File: src/source/ds1620_defines.svh
`ifndef DS1620_DEFINES_SVH
`define DS1620_DEFINES_SVH

//////////////////////////////////////////////////////////////////////
// Wire timing
//////////////////////////////////////////////////////////////////////

// CLK_32 cycles per bit tick
`define DS_TICK_DIV      16
// EEPROM settle time in ticks
`define DS_WRITE_WAIT    20000
// Ticks between temperature reads
`define DS_POLL_PERIOD   65536

//////////////////////////////////////////////////////////////////////
// Device values
//////////////////////////////////////////////////////////////////////

// CPU mode, continuous conversion
`define DS_CONFIG_VALUE  8'h0A
`define DS_CONFIG_MASK   8'h93
// 90 and 85 degrees in half degree steps
`define DS_TH_LIMIT      9'd180
`define DS_TL_LIMIT      9'd170
`define DS_HOST_SELECT   3'b110
`define DS_TEMP_BITS     9

`endif
File: src/source/ds1620_pkg.sv
`include "ds1620_defines.svh"

package ds1620_pkg;

  typedef enum logic [7:0] {
    CMD_WRITE_CONFIG  = 8'h0C,
    CMD_START_CONVERT = 8'hEE,
    CMD_WRITE_TH      = 8'h01,
    CMD_WRITE_TL      = 8'h02,
    CMD_READ_CONFIG   = 8'hAC,
    CMD_READ_TEMP     = 8'hAA
  } ds_cmd_e;

  typedef enum logic [3:0] {
    ST_RESET_WAIT,
    ST_CONFIG,
    ST_CONVERT,
    ST_TH,
    ST_TL,
    ST_READ_CONFIG,
    ST_SETTLE,
    ST_POLL_WAIT,
    ST_POLL_READ
  } seq_state_e;

  // Data phase after the command byte
  localparam logic [1:0] DIR_NONE  = 2'd0;
  localparam logic [1:0] DIR_WRITE = 2'd1;
  localparam logic [1:0] DIR_READ  = 2'd2;

  typedef struct packed {
    ds_cmd_e                  cmd;
    logic [1:0]               dir;
    logic [3:0]               nbits;
    logic [`DS_TEMP_BITS-1:0] wdata;
  } xfer_req_t;

  typedef struct packed {
    logic rst;
    logic clk;
    logic dq_out;
    logic dq_oe;
  } wire_pins_t;

  typedef struct packed {
    logic       ack;
    logic       we;
    logic [2:0] sel;
  } host_req_t;

  typedef struct packed {
    logic                     busy;
    logic                     init_ok;
    logic [`DS_TEMP_BITS-1:0] temp;
  } status_t;

endpackage

File: src/source/ds1620_wire_xfer.sv
`timescale 1ns/1ps
`include "ds1620_defines.svh"

module ds1620_wire_xfer (
  input  logic                     CLK_32,
  input  logic                     RESET,
  input  logic                     start,
  input  ds1620_pkg::xfer_req_t    req,
  input  logic                     dq_in,
  output logic                     busy,
  output logic                     done,
  output logic [`DS_TEMP_BITS-1:0] rdata,
  output ds1620_pkg::wire_pins_t   pins
);

  localparam int DIV_W = $clog2(`DS_TICK_DIV);

  logic [DIV_W-1:0]         div_cnt;
  logic                     tick;
  logic [5:0]               phase;
  logic [3:0]               bits_left;
  logic [7:0]               cmd_sr;
  logic [`DS_TEMP_BITS-1:0] data_sr;
  logic [1:0]               dir_q;
  logic [3:0]               nbits_q;
  logic                     accept;
  logic                     cmd_phase;
  logic                     gap_tick;
  logic                     in_data;
  logic                     last_tick;
  logic                     low_half;

  // Free running bit tick
  assign tick = (div_cnt == DIV_W'(`DS_TICK_DIV - 1));

  always_ff @(posedge CLK_32 or posedge RESET) begin
    if (RESET) begin
      div_cnt <= '0;
    end else if (tick) begin
      div_cnt <= '0;
    end else begin
      div_cnt <= div_cnt + 1'b1;
    end
  end

  // Phase 0 raises rst, 1 to 16 carry the command byte
  assign accept    = start && !busy;
  assign cmd_phase = (phase >= 6'd1) && (phase <= 6'd16);
  assign gap_tick  = (phase == 6'd17) && (dir_q != ds1620_pkg::DIR_NONE);
  assign in_data   = (phase >= 6'd18) && (bits_left != 4'd0);
  assign last_tick = (phase >= 6'd17) && !gap_tick && !in_data;
  // Command bits start on odd phases, data bits on even ones
  assign low_half  = cmd_phase ? phase[0] : !phase[0];

  always_ff @(posedge CLK_32 or posedge RESET) begin
    if (RESET) begin
      busy      <= 1'b0;
      done      <= 1'b0;
      phase     <= '0;
      bits_left <= '0;
      pins      <= '{rst: 1'b0, clk: 1'b1, dq_out: 1'b0, dq_oe: 1'b0};
    end else begin
      done <= 1'b0;
      if (accept) begin
        busy      <= 1'b1;
        phase     <= '0;
        bits_left <= req.nbits;
      end else if (busy && tick) begin
        phase <= phase + 1'b1;
        if (phase == 6'd0) begin
          pins.rst <= 1'b1;
          pins.clk <= 1'b1;
        end else if (cmd_phase || in_data) begin
          pins.clk <= !low_half;
          if (low_half && (cmd_phase || dir_q == ds1620_pkg::DIR_WRITE)) begin
            pins.dq_oe  <= 1'b1;
            pins.dq_out <= cmd_phase ? cmd_sr[0] : data_sr[0];
          end
          if (!low_half && in_data) begin
            bits_left <= bits_left - 1'b1;
          end
        end else if (gap_tick) begin
          // Release DQ so the device can drive it
          pins.dq_oe <= (dir_q == ds1620_pkg::DIR_WRITE);
        end else if (last_tick) begin
          pins.rst   <= 1'b0;
          pins.dq_oe <= 1'b0;
          pins.clk   <= 1'b1;
          busy       <= 1'b0;
          done       <= 1'b1;
        end
      end
    end
  end

  always_ff @(posedge CLK_32) begin
    if (accept) begin
      cmd_sr  <= req.cmd;
      data_sr <= req.wdata;
      dir_q   <= req.dir;
      nbits_q <= req.nbits;
    end else if (busy && tick) begin
      if (cmd_phase && low_half) begin
        cmd_sr <= cmd_sr >> 1;
      end
      if (in_data && low_half && dir_q == ds1620_pkg::DIR_WRITE) begin
        data_sr <= data_sr >> 1;
      end
      // Read bits arrive LSB first, shifted in from the top
      if (in_data && !low_half && dir_q == ds1620_pkg::DIR_READ) begin
        data_sr <= {dq_in, data_sr[`DS_TEMP_BITS-1:1]};
      end
      if (last_tick) begin
        rdata <= data_sr >> (4'(`DS_TEMP_BITS) - nbits_q);
      end
    end
  end

endmodule

File: config.mk
export PLATFORM = sky130hd
export DESIGN_NAME = ds1620_wire_xfer
export DESIGN_NICKNAME = d
export VERILOG_FILES = /design/src/source/ds1620_pkg.sv /design/src/source/ds1620_wire_xfer.sv
export VERILOG_INCLUDE_DIRS = /design/src /design/src/source
export SDC_FILE = /design/constraint.sdc
export NUM_CORES = 1
export LEC_CHECK = 0
export ABC_AREA = 1
export BUFFER_PORTS_ARGS = -buffer_cell sky130_fd_sc_hd__buf_2
export CAP_MARGIN = 25
export CORE_AREA = 5 5 94 70
export CTS_BUF_LIST = sky130_fd_sc_hd__clkbuf_8 sky130_fd_sc_hd__clkbuf_16
export CTS_CLUSTER_SIZE = 20
export DETAILED_ROUTE_END_ITERATION = 16
export DIE_AREA = 0 0 99 75
export MAX_ROUTING_LAYER = met4
export PLACE_DENSITY = 0.78
export SLEW_MARGIN = 30
export SYNTH_ARGS = -nofsm -noshare
export SYNTH_HDL_FRONTEND = slang
export SYNTH_SLANG_ARGS = --single-unit
File: constraint.sdc
create_clock -name CLK_32 -period 5.8 [get_ports CLK_32]
set_clock_uncertainty 0.05 [all_clocks]
set_input_delay 0.58 -clock CLK_32 [delete_from_list [all_inputs] [get_ports CLK_32]]
set_output_delay 0.58 -clock CLK_32 [all_outputs]
set_load 0.01 [all_outputs]
### Word level (Yosys, flattened, before mapping)

Cells that the tools add are included.

| cells by class | value |
|---|---|
| $add $sub $neg | 4 |
| reductions and logical operators | 41 |
| shift operators | 1 |
| equal/unequal tests | 11 |
| order comparisons | 4 |
| multiplexer cells | 37 |
| bitwise logic cells | 2 |

Operator list:

| cell | count |
|---|---|
| two-way mux 9 bit | 4 |
| two-way mux 4 bit | 6 |
| two-way mux 8 bit | 3 |
| AND reduction 5 bit | 4 |
| two-way mux 1 bit | 19 |
| nonzero test 2 bit | 7 |
| logical AND 1 bit | 13 |
| >= comparator 6 x 5 -> 1 bit (second input constant) | 2 |
| two-way mux 6 bit | 2 |
| nonzero test 3 bit | 3 |
| right shift 9 x 4 -> 9 bit | 1 |
| != test 2 bit (second input constant) | 4 |
| AND reduction 4 bit | 2 |
| adder 6 x 1 -> 6 bit (second input constant) | 1 |
| == test 6 x 5 -> 1 bit (second input constant) | 1 |
| >= comparator 6 x 1 -> 1 bit (second input constant) | 1 |
| less-or-equal comparator 6 x 5 -> 1 bit (second input constant) | 1 |
| logical NOT 6 bit | 1 |
| two-way mux 2 bit | 3 |
| logical NOT 1 bit | 5 |
| adder 4 x 1 -> 4 bit (second input constant) | 1 |
| == test 4 bit (second input constant) | 1 |
| != test 2 x 1 -> 1 bit (second input constant) | 2 |
| AND reduction 2 bit | 2 |
| 9 further kinds | 11 |

| storage, ports and cells | value |
|---|---|
| bits of input ports | 27 |
| register bits after elaboration | 52 |
| output and inout port bits | 15 |

### Logic depth before layout (Yosys ltp)

Gate-level depths: netlist (run 1).

| depth | value |
|---|---|
| depth after elaboration | 11 |
| depth in mapped cells | 15 |
| gate-level depth less buffers | 15 |

### Worst setup path before layout (run 1)

OpenSTA, ideal clock, no wires.

| timing path | value |
|---|---|
| kind | flip-flop to flip-flop |
| from | reg phase[0] |
| to | reg data_sr[0], enable pin |
| required time | 5.372 ns |
| arrival | 2.194 ns |
| path buffers | 0 |
| setup slack | 3.178 ns |
| cell stages (with the launch flop) | 14 |
| cell sequence | dfrtp_1 inv_1 ha_1 inv_1 nor2_1 nand2_1 nand2_2 nand2_4 inv_2 ha_1 inv_1 nor2_4 nand3_1 a21oi_1 |

| on the way | value |
|---|---|
| cells in the longest elaborated chain, start to end | 8 |

RTL lines:

| what | line | RTL |
|---|---|---|
| from (decl) | ds1620_wire_xfer.sv:20 | `logic [5:0] phase;` |
| from (signal assigned) | ds1620_wire_xfer.sv:69 | `phase <= phase + 1'b1;` |
| >= comparator 6 x 1 -> 1 bit / less-or-equal comparator 6 x 5 -> 1 bit (equally long branches) | ds1620_wire_xfer.sv:48 | `assign cmd_phase = (phase >= 6'd1) && (phase <= 6'd16);` |
| logical AND 1 bit | ds1620_wire_xfer.sv:48 |  |
| two-way mux 1 bit | ds1620_wire_xfer.sv:53 | `assign low_half = cmd_phase ? phase[0] : !phase[0];` |
| logical NOT 1 bit | ds1620_wire_xfer.sv:110 | `if (in_data && !low_half && dir_q == ds1620_pkg::DIR_READ) begin` |
| logical AND 1 bit (2 in series) | ds1620_wire_xfer.sv:110 |  |
| nonzero test 3 bit (no source line) (*) | - |  |
| AND reduction 2 bit (no source line) (*) | - |  |
| to (signal assigned) | ds1620_wire_xfer.sv:99 | `data_sr <= req.wdata;` |
| to (signal assigned) | ds1620_wire_xfer.sv:107 | `data_sr <= data_sr >> 1;` |
| to (signal assigned) | ds1620_wire_xfer.sv:111 | `` data_sr <= {dq_in, data_sr[`DS_TEMP_BITS-1:1]}; `` |
| to (decl) | ds1620_wire_xfer.sv:23 | `` logic [`DS_TEMP_BITS-1:0] data_sr; `` |

Every way passes the cells marked *; elsewhere a longest branch is shown, timed or not.
A chain may end at the register's enable or synchronous reset.

### Worst setup path in the final report (run 1)

| timing path | value |
|---|---|
| from | reg phase[0] |
| to | reg data_sr[4], enable pin |

Same word-level chain as after synthesis.

==> results.py, run 1 <==
metrics = {
    "status": {
        "outcome": "completed",
    },
    "critical_path": {
        "crit_path_start_kind": "flip-flop",
        "crit_required_ps": 5690,
        "slowest_delay_ps": 650,
        "cpLargestDelayFamily": "compound AO/OA/AOI/OAI gates",
        "crit_arrival_ps": 2820,
        "end_kind": "flip-flop",
        "critPathBufInv": 4,
        "cp_slowest_cell": "a21oi_1",
        "crit_type": "reg2reg",
        "cp_common_cell": "inv_1",
        "crit_fanout": 9,
        "cp_cell_sequence": "inv_1 > ha_1 > inv_1 > nor2_1 > nand2_1 > nand2_2 > nand2_4 > inv_2 > ha_1 > inv_1 > nor2_4 > nand3_1 > a21oi_1",
    },
    "timing": {
        "period_share": 0.505,
        "finalMaxSlewViolations": 0,
        "slew_headroom": 0.473,
        "setup_tns_ps": 0,
        "setup_viol": 0,
        "period_needed_ps": 2930,
        "fin_hold_ws_ps": 352,
        "fmax_mhz": 341,
        "hold_violations": 0,
        "rsz0062_at_grt": "false",
        "fin_ws_ps": 2870,
        "tightest_slew_ps": 790,
    },
    "floorplanning": {
        "die_w_um": 99,
        "dieArea_mm2": 0.00743,
        "die_h_um": 75,
        "start_util": 0.489,
        "core_area_mm2": 0.00555,
        "row_count": 23,
        "ioPinCount": 42,
    },
    "yosys": {
        "synthTopCellsByArea": "edfxtp_1, dfrtp_1, nand2_1, inv_1, o21ai_0",
        "syn_area_mm2": 0.00272,
        "ys_ff_latch": 52,
        "synth_area_leader_cell": "edfxtp_1",
        "synth_area_per_cell_um2": 8.96,
        "syn_nets": 337,
        "synth_cell_types": 33,
        "yosysWarnings": 0,
        "syn_inst": 303,
        "seq_area_frac_synth": 0.539,
        "yosys.area.top_type_share": 0.354,
    },
    "cts": {
        "cts-resized-gates": 0,
        "clkSinkCount": 52,
        "clkLatencyLatePin_ps": 300,
        "root_buffer": "clkbuf_8",
        "clk_pin_slew_ps": 90,
        "cts_buffers": 5,
        "post_cts_buffers": 0,
        "cts_buffer_depth": 2,
        "htree_levels": 2,
        "cts_tree": "done",
        "hold_buffers": 0,
    },
    "power_and_ir_drop": {
        "leakagePower_nw": 1.40,
        "power.share.clock": 0.374,
        "power_switching_mw": 0.120,
        "power_mw": 0.643,
        "p_int_mw": 0.523,
        "p_sw_frac": 0.187,
        "p_comb_frac": 0.019,
        "ir_drop_v": 0.000116,
        "power_per_cell_area_mw_per_mm2": 209,
        "power_frac_seq": 0.607,
    },
    "route": {
        "ant_nets": 0,
        "vias_per_cell": 4.94,
        "routed_wl_um": 5380,
        "wl_per_cell_um": 12.8,
        "num_vias": 2070,
        "drt_iter0_markers": 169,
        "route.detailed.drc": 0,
        "first_pass_iters": 4,
    },
    "layout": {
        "fin_cells": 419,
        "n_antenna_cell": 0,
        "drive_gt1_frac": 0.209,
        "area_growth_pct": 13.5,
        "fin_area_mm2": 0.00308,
        "nets": 377,
        "fin_util": 0.555,
    },
    "placed_design": {
        "portBuffers": 41,
        "postPlaceCellArea_mm2": 0.00297,
        "hpwlAfterDp_um": 4090,
        "gp_congestion": 0.908,
        "pre_cts_slack_ps": 2440,
        "dp_cells": 411,
    },
    "global_routing": {
        "grt_pass1_wl_um": 9020,
        "antenna_found_initial": 0,
        "track_usage": 0.160,
        "grt_overflow_total": 0,
        "grt_max_degree": 37,
        "grt_pass1_vias": 1968,
    },
    "job": {
        "maxCapViolCount": 0,
    },
    "min_path": {
        "hold_path_class": "in2async",
    },
}
synth_stat cells (all sizes together):
library cell	instances
nand2	93
inv	38
edfxtp	32
o21ai	30
nor2	26
dfrtp	19
nand3	19
ha	7
a21oi	6
buf	6
nand4	5
o22ai	4
o211ai	3
xor2	3
clkbuf	2
nor3	2
o31ai	2
a21boi	1
a22oi	1
a31oi	1
and3	1
dfstp	1
or2	1
cells in the final DEF (no fill, tap or decap), types with 3 or more instances in the layout:
cell,netlist,final
edfxtp_1,32,32
clkbuf_8,0,5
nor2_2,3,3
inv_2,4,5
nand2_4,3,3
dfrtp_1,19,19
o211ai_1,3,3
nand4_1,4,4
o21ai_0,21,21
xor2_1,3,3
a21oi_1,6,6
o21ai_1,9,9
buf_2,5,41
nand3_1,15,15
o22ai_1,4,4
nand2_2,4,4
nor2_1,21,21
inv_1,34,34
nand2_1,86,86
ha_1,7,7
worst reg2reg max path: stages (launching register included):
cell and delay, ps:
dfrtp_1 470, inv_1 100, ha_1 260, inv_1 70
nor2_1 40, nand2_1 80, nand2_2 70, nand2_4 110
inv_2 50, ha_1 320, inv_1 80, nor2_4 110
nand3_1 90, a21oi_1 650
kinds of logic after synthesis:
family | Yosys count | share of synthesized area
AO/OA/AOI/OAI | 48 | 0.0972
XOR/XNOR | 3 | 0.00968
adder cells (fa/ha/maj) | 7 | 0.0323
buffers and inverters | 46 | 0.0673
flip-flops | 52 | 0.539
AND/OR/NAND/NOR | 147 | 0.255
final timing paths:
check                           slack, ps    endpoint  cells past startpoint     start
worst max register to register       2870  data_sr[4]                     13  phase[0]
worst min-delay path                  350    phase[0]                      2     RESET
min in group CLK_32                   410    dir_q[1]                      1   req[14]
worst min register to register        430     pins[2]                      2   pins[2]
worst max-delay path                 2870  data_sr[4]                     13  phase[0]
max in group asynchronous            4870    phase[5]                      2     RESET
power by group through the flow:
stage	registers, mW	logic [mW]	clock network (mW)
after detailed placement	0.398	0.0127	0
after CTS	0.390	0.0127	0.248
final	0.390	0.0125	0.240
after floorplan	0.398	0.00236	0
after global placement	0.398	0.0124	0
after global routing	0.390	0.0141	0.265
flip-flops by register name (all words and copies together), names as in the netlist:
register and count:
phase 6, cmd_sr 8, div_cnt 4, busy 1
dir_q 2, done 1, bits_left 4, rdata 9
pins 4, data_sr 9, nbits_q 4
layout make-up:
| type | count | area [µm²] |
|---|---|---|
| Timing Repair Buffer | 41 | 205 |
| Clock inverter | 3 | 38.8 |
| Multi-Input combinational cell | 205 | 1070 |
| Sequential cell | 52 | 1460 |
| Tap cell | 75 | 93.8 |
| Clock buffer | 5 | 68.8 |
| Inverter | 38 | 143 |
| Fill cell | 511 | 2470 |
layer usage:
layer  track usage  part of all wire  vias to the layer above
met3        0.0361             0.063                        9
li1              -                 -                     1083
met4        0.0561             0.018                        0
met1         0.233              0.52                      919
met5             -                 0                        -
met2         0.220              0.39                       59
(Power assumes the default switching activity.)
==> run 2: changes to the inputs <==
clock period = 2.7 ns   (was 5.8 ns; I/O delays follow)
==> run 2 against run 1 <==
First-iteration DRC count shrank 44%. Sequential cell count is the same. Global-route usage grew 0.14 points. Largest power group unchanged. Highest routed layer unchanged.
==> results.py, run 2 (synthesized netlist as in run 1, its figures left out) <==
metrics = {
    "floorplanning": {
        "row_count": 23,
        "core_area_mm2": 0.00555,
        "die_h_um": 75,
        "die_w_um": 99,
        "ioPinCount": 42,
        "start_util": 0.489,
        "dieArea_mm2": 0.00743,
    },
    "critical_path": {
        "crit_arrival_ps": 2500,
        "r2r_setup_slack_ps": 170,
        "crit_type": "reg2reg",
        "slowest_delay_ps": 420,
        "reg2reg_to": "data_sr[8]",
        "cpLargestDelayFamily": "adder cells",
        "r2r_cells": 14,
        "crit_required_ps": 2670,
        "cp-endpoint": "data_sr[8]",
        "crit_fanout": 9,
        "end_kind": "flip-flop",
        "crit_cells": 14,
        "r2r-start": "phase[1]",
        "critPathLaunch": "phase[1]",
        "crit_path_start_kind": "flip-flop",
        "cp_slowest_cell": "dfrtp_1",
        "critPathBufInv": 5,
        "cp_cell_sequence": "inv_1 > ha_1 > inv_1 > nor2_1 > nand2_1 > nand2_2 > nand2_4 > inv_2 > ha_1 > inv_1 > nor2_4 > nand3_1 > a21oi_1 > buf_4",
        "cp_common_cell": "inv_1",
    },
    "layout": {
        "drive_gt1_frac": 0.218,
        "area_growth_pct": 14.1,
        "fin_area_mm2": 0.00310,
        "reg.largest.list": "data_sr: 9 flops, rdata: 9 flops, cmd_sr: 8 flops",
        "nets": 382,
        "final_common_cell": "nand2_1",
        "fin_cells": 424,
        "n_antenna_cell": 0,
        "nFillCells": 504,
        "layout_common_cells": "nand2_1, buf_2, inv_1, edfxtp_1",
    },
    "route": {
        "num_vias": 2086,
        "wl_per_cell_um": 12.7,
        "first_pass_iters": 4,
        "vias_per_cell": 4.92,
        "ant_nets": 0,
        "drt_iter0_markers": 94,
        "routed_wl_um": 5370,
        "route.detailed.drc": 0,
    },
    "timing": {
        "tightest_slew_ps": 765,
        "slew_headroom": 0.489,
        "setup_viol": 0,
        "finalMaxSlewViolations": 0,
        "hold_violations": 0,
        "fmax_mhz": 395,
        "period_needed_ps": 2530,
        "rsz0062_at_grt": "false",
        "setup_tns_ps": 0,
        "period_share": 0.938,
    },
    "placed_design": {
        "gp_congestion": 0.928,
        "dp_cells": 416,
        "portBuffers": 41,
        "postPlaceCellArea_mm2": 0.00301,
        "hpwlAfterDp_um": 4070,
    },
    "cts": {
        "clkLatencyLatePin_ps": 300,
        "root_buffer": "clkbuf_8",
        "clk_pin_slew_ps": 90,
        "cts_buffers": 5,
        "htree_levels": 2,
        "cts_tree": "done",
        "clkSinkCount": 52,
        "cts_buffer_depth": 2,
        "hold_buffers": 0,
    },
    "job": {
        "maxCapViolCount": 0,
    },
    "power_and_ir_drop": {
        "ir_drop_v": 0.000207,
        "power_mw": 1.29,
        "leakagePower_nw": 1.41,
        "power_per_cell_area_mw_per_mm2": 418,
    },
    "global_routing": {
        "antenna_found_initial": 0,
        "grt_pass1_wl_um": 9120,
        "grt_pass1_vias": 1973,
        "track_usage": 0.162,
        "grt_max_degree": 23,
        "grt_overflow_total": 0,
    },
    "min_path": {
        "hold_path_class": "in2async",
    },
    "status": {
        "outcome": "completed",
    },
}
run 2: cell count changes in the layout (fill, tap and decap cells not counted), sizes merged:
cell / delta
bufinv: -1
buf: +5
clkinvlp: +1
run 2: report_power, final:
part           internal (mW)  switching [mW]
clock                  0.177           0.251
sequential             0.838               0
combinational         0.0134          0.0136
run 2: metal layers:
| metal | track usage | vias to the layer above | part of all wire |
|---|---|---|---|
| li1 | - | 1088 | - |
| met1 | 0.230 | 929 | 0.52 |
| met2 | 0.227 | 61 | 0.40 |
| met3 | 0.0343 | 8 | 0.063 |
| met4 | 0.0621 | 0 | 0.013 |
| met5 | - | - | 0 |
run 2: worst min-delay path by stage:
stage	endpoint	slack, ps	depth (start not counted)
finish	phase[1]	40	2
global route	dir_q[1]	100	1
CTS	phase[1]	60	2
detailed placement	bits_left[1]	400	2
global placement	bits_left[3]	380	2
floorplan	bits_left[0]	180	1
run 2: cell type report:
cell class              count  area [µm²]  share of cell area
repair buffers             46         243              0.0784
well taps                  75        93.8              0.0303
clock buffers               5        68.8              0.0222
multi-input cells         205        1070               0.345
flip-flops and latches     52        1460               0.473
inverters                  38         143              0.0461
clock inverters             3        15.0             0.00485
run 2: repair_timing:
| item | CTS | global route |
|---|---|---|
| setup endpoints to repair | 0 | 9 |
| gates resized for setup | 0 | 1 |
| buffers inserted | 0 | 0 |
run 2: through the flow:
stage / hold WS, ps / worst slack [ps] / util
after global placement: 382 / 273 / 0.542
after global routing: 95.6 / 1.88 / 0.558
after detailed placement: 398 / 193 / 0.542
after CTS: 60.9 / 140 / 0.557
after floorplan: 183 / 78.5 / -
final: 37.3 / 167 / 0.558
==> run 3: changes to the inputs <==
REMOVE_ABC_BUFFERS = 1   (was not set)
==> run 3 against run 2 <==
Cell area rose by 1.9%. Critical path depth stayed put. Wire length rose by 1.8%. Hold slack worse by 10 ps. Core utilization up 1.0 points. Sequential power hardly changed. Count of clock-buffer cells in the layout did not move. Register-to-register slack improved by 60 ps. Maximum frequency is 2.4% higher. Worst setup slack better by 59 ps. Sequential share of layout area is 0.86 points lower. Cell count is 0.94% higher. Critical path type unchanged. Largest cell class unchanged.
==> results.py, run 3 (synthesized netlist as in run 1, its figures left out) <==
metrics = {
    "status": {
        "outcome": "completed",
    },
    "cts": {
        "clkLatencyLatePin_ps": 310,
        "htree_levels": 2,
        "cts_tree": "done",
        "cts_buffer_depth": 2,
        "root_buffer": "clkbuf_8",
        "hold_buffers": 0,
        "clk_pin_slew_ps": 90,
        "clkSinkCount": 52,
        "cts_buffers": 5,
    },
    "global_routing": {
        "grt_overflow_total": 0,
        "grt_max_degree": 24,
        "grt_pass1_wl_um": 9270,
        "track_usage": 0.164,
        "antenna_found_initial": 0,
        "grt_pass1_vias": 2017,
    },
    "critical_path": {
        "cp_slowest_cell": "dfrtp_2",
        "slowest_delay_ps": 420,
        "crit_type": "reg2reg",
        "cp_common_cell": "inv_1",
        "crit_required_ps": 2670,
        "cp_cell_sequence": "inv_1 > ha_1 > inv_1 > nor2_1 > nand2_1 > nand2_2 > nand2_4 > inv_2 > ha_1 > inv_1 > nor2_4 > nand3_1 > a21oi_1 > buf_4",
        "end_kind": "flip-flop",
        "crit_path_start_kind": "flip-flop",
        "crit_fanout": 9,
        "crit_arrival_ps": 2450,
    },
    "route": {
        "wl_per_cell_um": 12.8,
        "num_vias": 2104,
        "ant_nets": 0,
        "vias_per_cell": 4.92,
        "drt_iter0_markers": 90,
        "first_pass_iters": 6,
        "routed_wl_um": 5470,
        "route.detailed.drc": 0,
    },
    "power_and_ir_drop": {
        "p_comb_frac": 0.019,
        "power_switching_mw": 0.279,
        "ir_drop_v": 0.000219,
        "leakagePower_nw": 1.44,
        "p_int_mw": 1.13,
        "p_sw_frac": 0.199,
        "power_frac_seq": 0.596,
        "power_mw": 1.41,
        "power.share.clock": 0.385,
        "power_per_cell_area_mw_per_mm2": 446,
    },
    "floorplanning": {
        "start_util": 0.489,
        "die_w_um": 99,
        "ioPinCount": 42,
        "row_count": 23,
        "die_h_um": 75,
        "core_area_mm2": 0.00555,
        "dieArea_mm2": 0.00743,
    },
    "timing": {
        "setup_viol": 0,
        "period_share": 0.916,
        "tightest_slew_ps": 762,
        "hold_violations": 0,
        "fmax_mhz": 404,
        "period_needed_ps": 2470,
        "finalMaxSlewViolations": 0,
        "rsz0062_at_grt": "false",
        "setup_tns_ps": 0,
        "slew_headroom": 0.492,
    },
    "placed_design": {
        "gp_congestion": 0.886,
        "portBuffers": 41,
        "hpwlAfterDp_um": 4040,
    },
    "layout": {
        "layout_common_cells": "nand2_1, buf_2, inv_1, edfxtp_1",
        "n_antenna_cell": 0,
        "reg.largest.list": "data_sr: 9 flops, rdata: 9 flops, cmd_sr: 8 flops",
        "area_growth_pct": 16.2,
        "drive_gt1_frac": 0.229,
        "nets": 386,
        "final_common_cell": "nand2_1",
    },
    "min_path": {
        "hold_path_class": "in2async",
    },
    "job": {
        "maxCapViolCount": 0,
    },
}
[run 3: final timing paths]
check	from	to	slack (ps)	cells after the start
worst max-delay path	phase[0]	data_sr[4]	230	14
worst min-delay path	RESET	div_cnt[0]	30	2
worst max register to register	phase[0]	data_sr[4]	230	14
worst min register to register	pins[2]	pins[2]	420	2
max in group asynchronous	RESET	phase[0]	2040	2
min in group CLK_32	req[13]	dir_q[0]	80	1
[run 3: power by group through the flow]
stage,logic (mW),registers (mW),clock network (mW)
detailed placement,0.0268,0.855,0
global route,0.0305,0.838,0.586
floorplan,0.00508,0.855,0
finish,0.0261,0.838,0.542
global placement,0.0265,0.855,0
CTS,0.0269,0.838,0.552
[run 3: cell type report]
class	instances	area [µm²]
clock inverter	3	42.5
fill	505	2400
timing repair buffer	50	273
tap	75	93.8
clock buffer	5	68.8
multi-input combinational	205	1070
inverter	38	143
sequential	52	1460
[run 3: metrics by stage]
stage / hold slack (ps) / cells / util / worst slack, ps / cell area (µm²)
after floorplan: 183 / 295 / - / 78.5 / 2680
after global placement: 389 / 416 / 0.542 / 274 / 3010
after detailed placement: 398 / 416 / 0.542 / 154 / 3010
after CTS: 57.9 / 424 / 0.562 / 139 / 3120
after global routing: 76.2 / 428 / 0.568 / 10.0 / 3150
final: 27.3 / 428 / 0.568 / 226 / 3150
[run 3: timing repair]
item                                    in CTS  in global routing
setup buffers                                0                  4
resized for setup                            0                  1
endpoints found under the setup margin       0                  9
[run 3: worst max-delay path: cells and delay by family, from the launching register on]
| family | cells | cell delay (ps) |
|---|---|---|
| AOI/OAI and AO/OA | 1 | 160 |
| adders and majority gates | 2 | 570 |
| buffers and inverters | 5 | 470 |
| and+or+nand+nor | 6 | 520 |
| DFF | 1 | 420 |
[run 3: metal layers]
metal,routed length (µm),global-route usage,part of all wire,vias to the layer above
li1,-,-,-,1096
met1,2600,0.207,0.48,958
met2,2550,0.272,0.47,45
met3,273,0.0343,0.050,5
met4,42,0.0455,0.0077,0
met5,0,-,0,-
